[config.mk]
export PLATFORM = sky130hd
export DESIGN_NAME = layer2_switch_axi
export DESIGN_NICKNAME = d
export VERILOG_FILES = /design/src/l2sw_pkg.sv /design/src/egress_forward.sv /design/src/ingress_capture.sv /design/src/mac_table.sv /design/src/layer2_switch.sv /design/src/layer2_switch_axi.sv
export SDC_FILE = /design/constraint.sdc
export NUM_CORES = 1
export LEC_CHECK = 0
export BUFFER_PORTS_ARGS = -buffer_cell sky130_fd_sc_hd__buf_2
export CAP_MARGIN = 20
export CORE_MARGIN = 2
export CORE_UTILIZATION = 54
export CTS_CLUSTER_DIAMETER = 30
export DETAILED_ROUTE_END_ITERATION = 8
export HOLD_SLACK_MARGIN = 0.08
export PLACE_DENSITY = 0.81
export SETUP_SLACK_MARGIN = 0.15
export SYNTH_ARGS = -nofsm -noshare
export SYNTH_HDL_FRONTEND = slang
export SYNTH_SLANG_ARGS = --single-unit
[constraint.sdc]
create_clock -name aclk -period 3.4 [get_ports aclk]
set_input_delay 0.68 -clock aclk [delete_from_list [all_inputs] [get_ports aclk]]
set_output_delay 0.68 -clock aclk [all_outputs]
set_load 0.02 [all_outputs]
[src/l2sw_pkg.sv]
package l2sw_pkg;

	// Switch port count. The shared types below are sized from it.
	localparam int NUM_PORTS = 4;

	// One-byte station address.
	typedef logic [7:0] station_t;

	// Always flooded and never learned.
	localparam station_t BROADCAST_ADDR = 8'hFF;

	typedef logic [$clog2(NUM_PORTS)-1:0] port_idx_t;

	// One bit per port.
	typedef logic [NUM_PORTS-1:0] port_mask_t;

	// Input beat.
	typedef struct packed {
		logic       tvalid;
		logic [7:0] tdata;
	} axis_in_t;

	// Output beat.
	typedef struct packed {
		logic       tvalid;
		logic [7:0] tdata;
		logic       tlast;
	} axis_out_t;

	// Station table result.
	typedef struct packed {
		logic      hit;
		port_idx_t port;
	} lookup_t;

	typedef enum logic [1:0] {
		FWD_UNICAST,
		FWD_FLOOD,
		FWD_DROP
	} fwd_mode_e;

	// Core run sequence.
	typedef enum logic [2:0] {
		RUN_IDLE,
		RUN_SCAN,
		RUN_CAPTURE,
		RUN_FORWARD,
		RUN_DONE
	} run_state_e;

endpackage

[src/egress_forward.sv]
`timescale 1ns/100ps

module egress_forward #(
	parameter int FRAME_LEN = 8
) (
	input  logic                          aclk,
	input  logic                          aresetn,
	input  logic                          start,
	input  l2sw_pkg::lookup_t             lookup,
	input  l2sw_pkg::station_t            dst_addr,
	input  l2sw_pkg::port_idx_t           src_port,
	output logic [$clog2(FRAME_LEN)-1:0]  rd_index,
	input  logic [7:0]                    rd_data,
	input  l2sw_pkg::port_mask_t          out_full_n,
	output l2sw_pkg::port_mask_t          out_write,
	output logic [7:0]                    out_din,
	output logic                          finish
);

	localparam int IDX_W = $clog2(FRAME_LEN);
	localparam logic [IDX_W-1:0] LAST_IDX = IDX_W'(FRAME_LEN - 1);

	l2sw_pkg::fwd_mode_e  mode_d;
	l2sw_pkg::fwd_mode_e  mode_q;
	l2sw_pkg::port_mask_t target_d;
	l2sw_pkg::port_mask_t target_q;
	l2sw_pkg::port_mask_t src_mask;
	logic                 busy;
	logic                 all_ready;
	logic                 send;
	logic [IDX_W-1:0]     count;

	assign src_mask = l2sw_pkg::port_mask_t'(1) << src_port;

	always_comb
	begin
		if ((dst_addr == l2sw_pkg::BROADCAST_ADDR) || !lookup.hit)
		begin
			mode_d   = l2sw_pkg::FWD_FLOOD;
			target_d = ~src_mask;
		end
		else if (lookup.port != src_port)
		begin
			mode_d   = l2sw_pkg::FWD_UNICAST;
			target_d = l2sw_pkg::port_mask_t'(1) << lookup.port;
		end
		else
		begin
			// Station sits on the port the frame came from.
			mode_d   = l2sw_pkg::FWD_DROP;
			target_d = '0;
		end
	end

	// All targets take the same beat in the same cycle.
	assign all_ready = &(out_full_n | ~target_q);
	assign send      = busy && (mode_q != l2sw_pkg::FWD_DROP) && all_ready;
	assign out_write = send ? target_q : '0;
	assign out_din   = rd_data;
	assign rd_index  = count;
	assign finish    = busy && ((mode_q == l2sw_pkg::FWD_DROP) ||
	                            (send && (count == LAST_IDX)));

	always_ff @(posedge aclk)
	begin
		if (!aresetn)
		begin
			busy     <= 1'b0;
			count    <= '0;
			mode_q   <= l2sw_pkg::FWD_DROP;
			target_q <= '0;
		end
		else if (start)
		begin
			busy     <= 1'b1;
			count    <= '0;
			mode_q   <= mode_d;
			target_q <= target_d;
		end
		else if (finish)
			busy <= 1'b0;
		else if (send)
			count <= count + 1'b1;
	end

	// Never reflect a frame back to its ingress port.
	a_no_reflect: assert property (
		@(posedge aclk) disable iff (!aresetn)
		(out_write & src_mask) == '0
	);

endmodule

[src/ingress_capture.sv]
`timescale 1ns/100ps

module ingress_capture #(
	parameter int FRAME_LEN = 8
) (
	input  logic                          aclk,
	input  logic                          aresetn,
	input  logic                          start,
	input  logic [7:0]                    in_dout [l2sw_pkg::NUM_PORTS],
	input  l2sw_pkg::port_mask_t          in_empty_n,
	output l2sw_pkg::port_mask_t          in_read,
	output l2sw_pkg::port_idx_t           src_port,
	output logic                          byte_strobe,
	output logic [$clog2(FRAME_LEN)-1:0]  byte_index,
	output l2sw_pkg::station_t            byte_data,
	output logic                          capture_done,
	input  logic [$clog2(FRAME_LEN)-1:0]  rd_index,
	output logic [7:0]                    rd_data
);

	localparam int IDX_W = $clog2(FRAME_LEN);
	localparam logic [IDX_W-1:0] LAST_IDX = IDX_W'(FRAME_LEN - 1);

	logic                scanning;
	logic                capturing;
	l2sw_pkg::port_idx_t next_ptr;
	logic                scan_hit;
	l2sw_pkg::port_idx_t scan_pick;
	logic [IDX_W-1:0]    count;
	logic [7:0]          frame_buf [FRAME_LEN];

	// Round robin from next_ptr. Walked backwards so the nearest port wins.
	always_comb
	begin
		scan_hit  = 1'b0;
		scan_pick = next_ptr;
		for (int i = l2sw_pkg::NUM_PORTS - 1; i >= 0; i--)
		begin
			if (in_empty_n[next_ptr + l2sw_pkg::port_idx_t'(i)])
			begin
				scan_hit  = 1'b1;
				scan_pick = next_ptr + l2sw_pkg::port_idx_t'(i);
			end
		end
	end

	assign in_read      = capturing ?
	                      ((l2sw_pkg::port_mask_t'(1) << src_port) & in_empty_n) : '0;
	assign byte_strobe  = |in_read;
	assign byte_index   = count;
	assign byte_data    = in_dout[src_port];
	assign capture_done = byte_strobe && (count == LAST_IDX);
	assign rd_data      = frame_buf[rd_index];

	always_ff @(posedge aclk)
	begin
		if (!aresetn)
		begin
			scanning  <= 1'b0;
			capturing <= 1'b0;
			next_ptr  <= '0;
			src_port  <= '0;
			count     <= '0;
		end
		else
		begin
			if (start)
				scanning <= 1'b1;
			if (scanning && scan_hit)
			begin
				scanning  <= 1'b0;
				capturing <= 1'b1;
				src_port  <= scan_pick;
				next_ptr  <= scan_pick + 1'b1;
				count     <= '0;
			end
			if (byte_strobe)
			begin
				count <= count + 1'b1;
				if (count == LAST_IDX)
					capturing <= 1'b0;
			end
		end
	end

	always_ff @(posedge aclk)
	begin
		if (byte_strobe)
			frame_buf[count] <= byte_data;
	end

	// A new run never starts while a frame is still coming in.
	a_start_when_free: assert property (
		@(posedge aclk) disable iff (!aresetn)
		start |-> !scanning && !capturing
	);

endmodule

[src/mac_table.sv]
`timescale 1ns/100ps

module mac_table #(
	parameter int FRAME_LEN   = 8,
	parameter int TABLE_DEPTH = 16
) (
	input  logic                          aclk,
	input  logic                          aresetn,
	input  logic                          byte_strobe,
	input  logic [$clog2(FRAME_LEN)-1:0]  byte_index,
	input  l2sw_pkg::station_t            byte_data,
	input  l2sw_pkg::port_idx_t           src_port,
	output l2sw_pkg::lookup_t             lookup,
	output l2sw_pkg::station_t            dst_addr
);

	localparam int IDX_W  = $clog2(FRAME_LEN);
	localparam int ADDR_W = $clog2(TABLE_DEPTH);

	logic [TABLE_DEPTH-1:0] entry_valid;
	l2sw_pkg::station_t     entry_tag [TABLE_DEPTH];
	l2sw_pkg::port_idx_t    entry_port [TABLE_DEPTH];
	logic [ADDR_W-1:0]      slot;
	logic                   is_dst;
	logic                   learn;

	// Direct mapped on the low address bits.
	assign slot   = byte_data[ADDR_W-1:0];
	assign is_dst = byte_strobe && (byte_index == '0);
	assign learn  = byte_strobe && (byte_index == IDX_W'(1)) &&
	                (byte_data != l2sw_pkg::BROADCAST_ADDR);

	always_ff @(posedge aclk)
	begin
		if (!aresetn)
		begin
			entry_valid <= '0;
			lookup      <= '0;
		end
		else
		begin
			// Byte 0 lookup sees the table before this frame's learn.
			if (is_dst)
			begin
				lookup.hit  <= entry_valid[slot] && (entry_tag[slot] == byte_data);
				lookup.port <= entry_port[slot];
			end
			if (learn)
				entry_valid[slot] <= 1'b1;
		end
	end

	always_ff @(posedge aclk)
	begin
		if (is_dst)
			dst_addr <= byte_data;
		// Collisions simply overwrite.
		if (learn)
		begin
			entry_tag[slot]  <= byte_data;
			entry_port[slot] <= src_port;
		end
	end

endmodule

[src/layer2_switch.sv]
`timescale 1ns/100ps

module layer2_switch #(
	parameter int FRAME_LEN   = 8,
	parameter int TABLE_DEPTH = 16
) (
	input  logic                 aclk,
	input  logic                 aresetn,
	input  logic                 ap_start,
	output logic                 ap_done,
	output logic                 ap_idle,
	input  logic [7:0]           in_dout [l2sw_pkg::NUM_PORTS],
	input  l2sw_pkg::port_mask_t in_empty_n,
	output l2sw_pkg::port_mask_t in_read,
	output logic [7:0]           out_din,
	input  l2sw_pkg::port_mask_t out_full_n,
	output l2sw_pkg::port_mask_t out_write
);

	localparam int IDX_W = $clog2(FRAME_LEN);

	l2sw_pkg::run_state_e state;
	logic                 run_start;
	l2sw_pkg::port_idx_t  src_port;
	logic                 byte_strobe;
	logic [IDX_W-1:0]     byte_index;
	l2sw_pkg::station_t   byte_data;
	logic                 capture_done;
	logic [IDX_W-1:0]     rd_index;
	logic [7:0]           rd_data;
	l2sw_pkg::lookup_t    lookup;
	l2sw_pkg::station_t   dst_addr;
	logic                 fwd_finish;

	// The cycle after done already counts as idle.
	assign ap_idle   = (state == l2sw_pkg::RUN_IDLE) || (state == l2sw_pkg::RUN_DONE);
	assign run_start = ap_start && ap_idle;
	assign ap_done   = (state == l2sw_pkg::RUN_FORWARD) && fwd_finish;

	always_ff @(posedge aclk)
	begin
		if (!aresetn)
			state <= l2sw_pkg::RUN_IDLE;
		else
		begin
			case (state)
				l2sw_pkg::RUN_IDLE,
				l2sw_pkg::RUN_DONE:
					state <= run_start ? l2sw_pkg::RUN_SCAN : l2sw_pkg::RUN_IDLE;
				l2sw_pkg::RUN_SCAN:
					if (|in_read)
						state <= l2sw_pkg::RUN_CAPTURE;
				l2sw_pkg::RUN_CAPTURE:
					if (capture_done)
						state <= l2sw_pkg::RUN_FORWARD;
				l2sw_pkg::RUN_FORWARD:
					if (fwd_finish)
						state <= l2sw_pkg::RUN_DONE;
				default:
					state <= l2sw_pkg::RUN_IDLE;
			endcase
		end
	end

	ingress_capture #(.FRAME_LEN(FRAME_LEN)) u_ingress (
		.aclk (aclk), .aresetn (aresetn), .start (run_start),
		.in_dout (in_dout), .in_empty_n (in_empty_n), .in_read (in_read),
		.src_port (src_port), .byte_strobe (byte_strobe), .byte_index (byte_index),
		.byte_data (byte_data), .capture_done (capture_done),
		.rd_index (rd_index), .rd_data (rd_data)
	);

	mac_table #(.FRAME_LEN(FRAME_LEN), .TABLE_DEPTH(TABLE_DEPTH)) u_table (
		.aclk (aclk), .aresetn (aresetn), .byte_strobe (byte_strobe),
		.byte_index (byte_index), .byte_data (byte_data), .src_port (src_port),
		.lookup (lookup), .dst_addr (dst_addr)
	);

	egress_forward #(.FRAME_LEN(FRAME_LEN)) u_egress (
		.aclk (aclk), .aresetn (aresetn), .start (capture_done),
		.lookup (lookup), .dst_addr (dst_addr), .src_port (src_port),
		.rd_index (rd_index), .rd_data (rd_data), .out_full_n (out_full_n),
		.out_write (out_write), .out_din (out_din), .finish (fwd_finish)
	);

	// Store and forward, so reads and writes never overlap.
	a_no_cut_through: assert property (
		@(posedge aclk) disable iff (!aresetn)
		!((|in_read) && (|out_write))
	);

endmodule

[src/layer2_switch_axi.sv]
`timescale 1ns/100ps

module layer2_switch_axi #(
	parameter int FRAME_LEN   = 8,
	parameter int TABLE_DEPTH = 16
) (
	input  logic                  aclk,
	input  logic                  aresetn,
	input  l2sw_pkg::axis_in_t    packet_in [l2sw_pkg::NUM_PORTS],
	output l2sw_pkg::port_mask_t  packet_in_tready,
	output l2sw_pkg::axis_out_t   packet_out [l2sw_pkg::NUM_PORTS],
	input  l2sw_pkg::port_mask_t  packet_out_tready
);

	logic                 ap_start_r;
	logic                 start_count;
	logic                 start_count_clr;
	logic                 ap_done;
	logic                 ap_idle;
	logic [7:0]           in_dout [l2sw_pkg::NUM_PORTS];
	l2sw_pkg::port_mask_t in_empty_n;
	l2sw_pkg::port_mask_t out_write;
	logic [7:0]           out_din;

	// The flag drops on the done cycle, which relaunches the next run.
	assign start_count_clr = start_count && !ap_done;

	always_ff @(posedge aclk)
	begin
		if (!aresetn)
		begin
			ap_start_r  <= 1'b0;
			start_count <= 1'b0;
		end
		else
		begin
			ap_start_r  <= !start_count_clr;
			start_count <= 1'b1;
		end
	end

	// FIFO strobes onto the stream ports.
	for (genvar i = 0; i < l2sw_pkg::NUM_PORTS; i++)
	begin : g_port
		assign in_dout[i]           = packet_in[i].tdata;
		assign in_empty_n[i]        = packet_in[i].tvalid;
		assign packet_out[i].tvalid = out_write[i];
		assign packet_out[i].tdata  = out_din;
		assign packet_out[i].tlast  = ap_done;
	end

	layer2_switch #(
		.FRAME_LEN   (FRAME_LEN),
		.TABLE_DEPTH (TABLE_DEPTH)
	) u_core (
		.aclk       (aclk),
		.aresetn    (aresetn),
		.ap_start   (ap_start_r),
		.ap_done    (ap_done),
		.ap_idle    (ap_idle),
		.in_dout    (in_dout),
		.in_empty_n (in_empty_n),
		.in_read    (packet_in_tready),
		.out_din    (out_din),
		.out_full_n (packet_out_tready),
		.out_write  (out_write)
	);

	// A new run is only launched into an idle core.
	a_start_when_idle: assert property (
		@(posedge aclk) disable iff (!aresetn)
		$rose(ap_start_r) |-> ap_idle
	);

endmodule

==> reports/qor.yml <==
status: "finished clean"
r2r_setup_slack_ns: 0.45
synth-seq-area-share: 0.6749
crit_chain: "ha_1 -> ha_1 -> inv_1 -> o41ai_1 -> and2_1 -> nand2_1 -> nor2_4 -> buf_2"
wl_per_cell_um: 21.68
io_buffers: 85
cap_violations: 0
vdd_drop_max_uv: 536.6
num_vias: 6852
required_ns: 2.72
whs_path_depth: 1
dieArea_sq_um: 22840
synth_edf_count: 232
ios: 86
postSynth.asyncResetShare: 0
power.leakage_nw: 5.035
grt_setup_unrepaired: "no"
initial_core_util: 0.5525
ant_nets: 0
fin_nets: 878
path_common_cell: "ha_1"
p_per_area_nw_per_um2: 613.7
multi_input_area_sq_um: 3316
cts_tree: "done"
grt_overflow_total: 0
ctsHoldBuffers: 0
fp.dieH_um: 151.1
antenna_found_initial: 0
critPathBufInv: 2
die_w_um: 151.1
critPathMaxFanout: 6
worstReg2RegStart: "u_core.u_ingress.src_port[1]$_SDFFE_PN0P_"
synth_nets: 767
layout.area.seq_sq_um: 7889
crit_type: "flip-flop to output pin"
rows: 53
grt_max_degree: 42
synth_area_sq_um: 11690
core_sq_um: 21150
synth_seq_cells: 278
dpl.cell_count: 1058
syn_inst: 719
worst_pin_slew_ns: 0.9302
period_needed_ns: 3.041
yosys-top-cells-area: "edfxtp_1, mux4_2, dfxtp_1"
drive_gt1_frac: 0.3110
cts_buffers: 43
fin_cells: 1140
n_antenna_cell: 0
avgSynthCellArea_sq_um: 16.26
hold_violations: 0
dp_hpwl_mm: 14.94
finalCritPeriodShare: 0.8945
routabilityCongestion: 0.8331
ys_types: 58
drt_iter0_markers: 754
viasPerCell: 6.011
clk_latency_ns: 0.53
cts_setup_buffers: 0
syn_to_final_growth_pct: 18.76
path_depth: 8
cp_top_family: "simple AND/OR/NAND/NOR gates"
synth_top_cell_by_area: "edfxtp_1"
wl_mm: 24.71
route.detailed.drc: 0
slew_violations: 0
cts.sinks: 278
synth_warnings: 0
grt_use_total: 0.2220
fill_cells: 1360
finalSetupViolations: 0
hold_class: "flip-flop to flip-flop"
hold_slack_ns: 0.4638
synth_flop_cell: "edfxtp_1"
cts_root_buffer: "clkbuf_16"
r2r_cells: 9
cp-start-kind: "flip-flop"
slowest_delay_ns: 0.35
arrival_ns: 2.36
ctsResizeCount: 0
cp-end-kind: "output pin"
min_to: "u_core.u_table.entry_valid[10]$_SDFFE_PN0P_"
fin_skew_ns: 0.02104
critPathSlowestCell: "dfxtp_1"
path_clk_slew_ns: 0.06
grt_first_pass_wirelength_mm: 37.95
grt_pass1_vias: 6890
slew_headroom: 0.3776
clockBufferDepth: 3
synthDominantCellAreaShare: 0.5961
hp-start: "u_core.u_table.entry_valid[10]$_SDFFE_PN0P_"
firstDrtPassIters: 5
htreeDepth: 2
rr_endpoint: "u_core.u_table.lookup[2]$_SDFFE_PN0P_"
maxClockFrequency_mhz: 328.8
cell usage in the layout (no fill, tap or decap), drive strengths merged, types with 9 or more instances in the layout:
| cell | instances |
|---|---|
| buf | 128 |
| clkinv | 14 |
| nand2 | 24 |
| inv | 25 |
| mux2i | 60 |
| nor2 | 36 |
| o21a | 18 |
| a21boi | 11 |
| nor2b | 14 |
| o21ai | 9 |
| dfxtp | 46 |
| nor3 | 9 |
| edfxtp | 232 |
| clkbuf | 49 |
| mux2 | 13 |
| mux4 | 43 |
| a22oi | 9 |
stage by stage:
step           worst slack [ns]    util  power [mW]  instance area [sq um]  setup TNS (ns)
5_1_grt                  0.2151  0.6561       8.739                  13880               0
2_1_floorplan         -0.009126       -       4.082                  11690        -0.09126
6_report                 0.3588  0.6561       8.518                  13880               0
3_5_place_dp             0.2576  0.5849       4.207                  12370               0
3_3_place_gp             0.3076  0.5849       4.197                  12370               0
4_1_cts                  0.1669  0.6548       8.557                  13850               0
power by group:
group	internal (mW)	switching (mW)	leakage (nW)
Clock	2.75	1.62	0.723
Combinational	0.167	0.255	1.79
Sequential	3.72	0.0104	2.52
routing by layer:
| layer | wire [um] | GRT usage | vias up |
|---|---|---|---|
| met5 | 0 | 0 | - |
| met4 | 610 | 0.07710 | 0 |
| met3 | 1850 | 0.04488 | 57 |
| met2 | 12120 | 0.3648 | 315 |
| met1 | 10130 | 0.2987 | 3464 |
| li1 | - | - | 3016 |
flip-flops by register name, summed over array words and instances, names as in the netlist, 4 cells and up, named ones only:
name	flops
u_core.u_ingress.frame_buf	64
u_core.u_table.entry_valid	16
u_core.u_table.dst_addr	8
u_core.u_egress.target_q	4
u_core.u_table.entry_tag	128
u_core.u_table.entry_port	32
cells in the mapped netlist (3+ instances only):
cell type and n:
and3b_1 5, ha_1 6, and4_1 5, nand3_1 4, xor2_1 6, nor3b_1 4, nor3_1 9, and3_1 6
inv_1 15, nor4_1 6, nand2_1 24, a22oi_1 9, mux2i_1 60, nand3b_1 4, o221ai_1 3, nor2b_1 14
a21oi_1 8, buf_4 30, mux4_2 43, o31ai_1 5, nand2b_1 6, clkbuf_1 14, and2_1 6, buf_1 5
nor2_1 35, nand4_1 5, buf_2 3, dfxtp_1 46, a211oi_1 4, o21ai_0 9, xnor2_1 6, o21a_1 18
mux2_2 13, o22ai_1 5, buf_6 8, edfxtp_1 232, a21boi_0 11
worst max-delay path by stage:
stage                                              startpoint                                   endpoint
floorplan           u_core.u_ingress.src_port[0]$_SDFFE_PN0P_  u_core.u_table.entry_port[7][0]$_DFFE_PP_
global placement                                 packet_in[1]      u_core.u_table.lookup[2]$_SDFFE_PN0P_
detailed placement                               packet_in[1]      u_core.u_table.lookup[2]$_SDFFE_PN0P_
CTS                  u_core.u_egress.rd_index[0]$_SDFFE_PP0P_                             packet_out[20]
global route        u_core.u_ingress.src_port[1]$_SDFFE_PN0P_      u_core.u_table.lookup[2]$_SDFFE_PN0P_
finish               u_core.u_egress.rd_index[0]$_SDFFE_PP0P_                             packet_out[20]
final cells by class:
class | count | share of cell area
Multi-Input combinational cell | 363 | 0.2389
Clock buffer | 49 | 0.08131
Clock inverter | 31 | 0.02524
Tap cell | 275 | 0.02479
Timing Repair Buffer | 128 | 0.05688
Inverter | 16 | 0.004507
Sequential cell | 278 | 0.5684
cells by family (layout without fill, tap and decap cells):
logic type / after synthesis / after routing / share of synthesized area
buffers and inverters: 78 / 224 / 0.04229
XOR/XNOR: 12 / 12 / 0.008993
multiplexers: 116 / 116 / 0.1468
AO/OA/AOI/OAI: 88 / 88 / 0.05546
adder cells (fa/ha/maj): 6 / 6 / 0.006423
flip-flops: 278 / 278 / 0.6749
AND/OR/NAND/NOR: 141 / 141 / 0.06520
No activity file was read; power rests on OpenSTA's default activity.
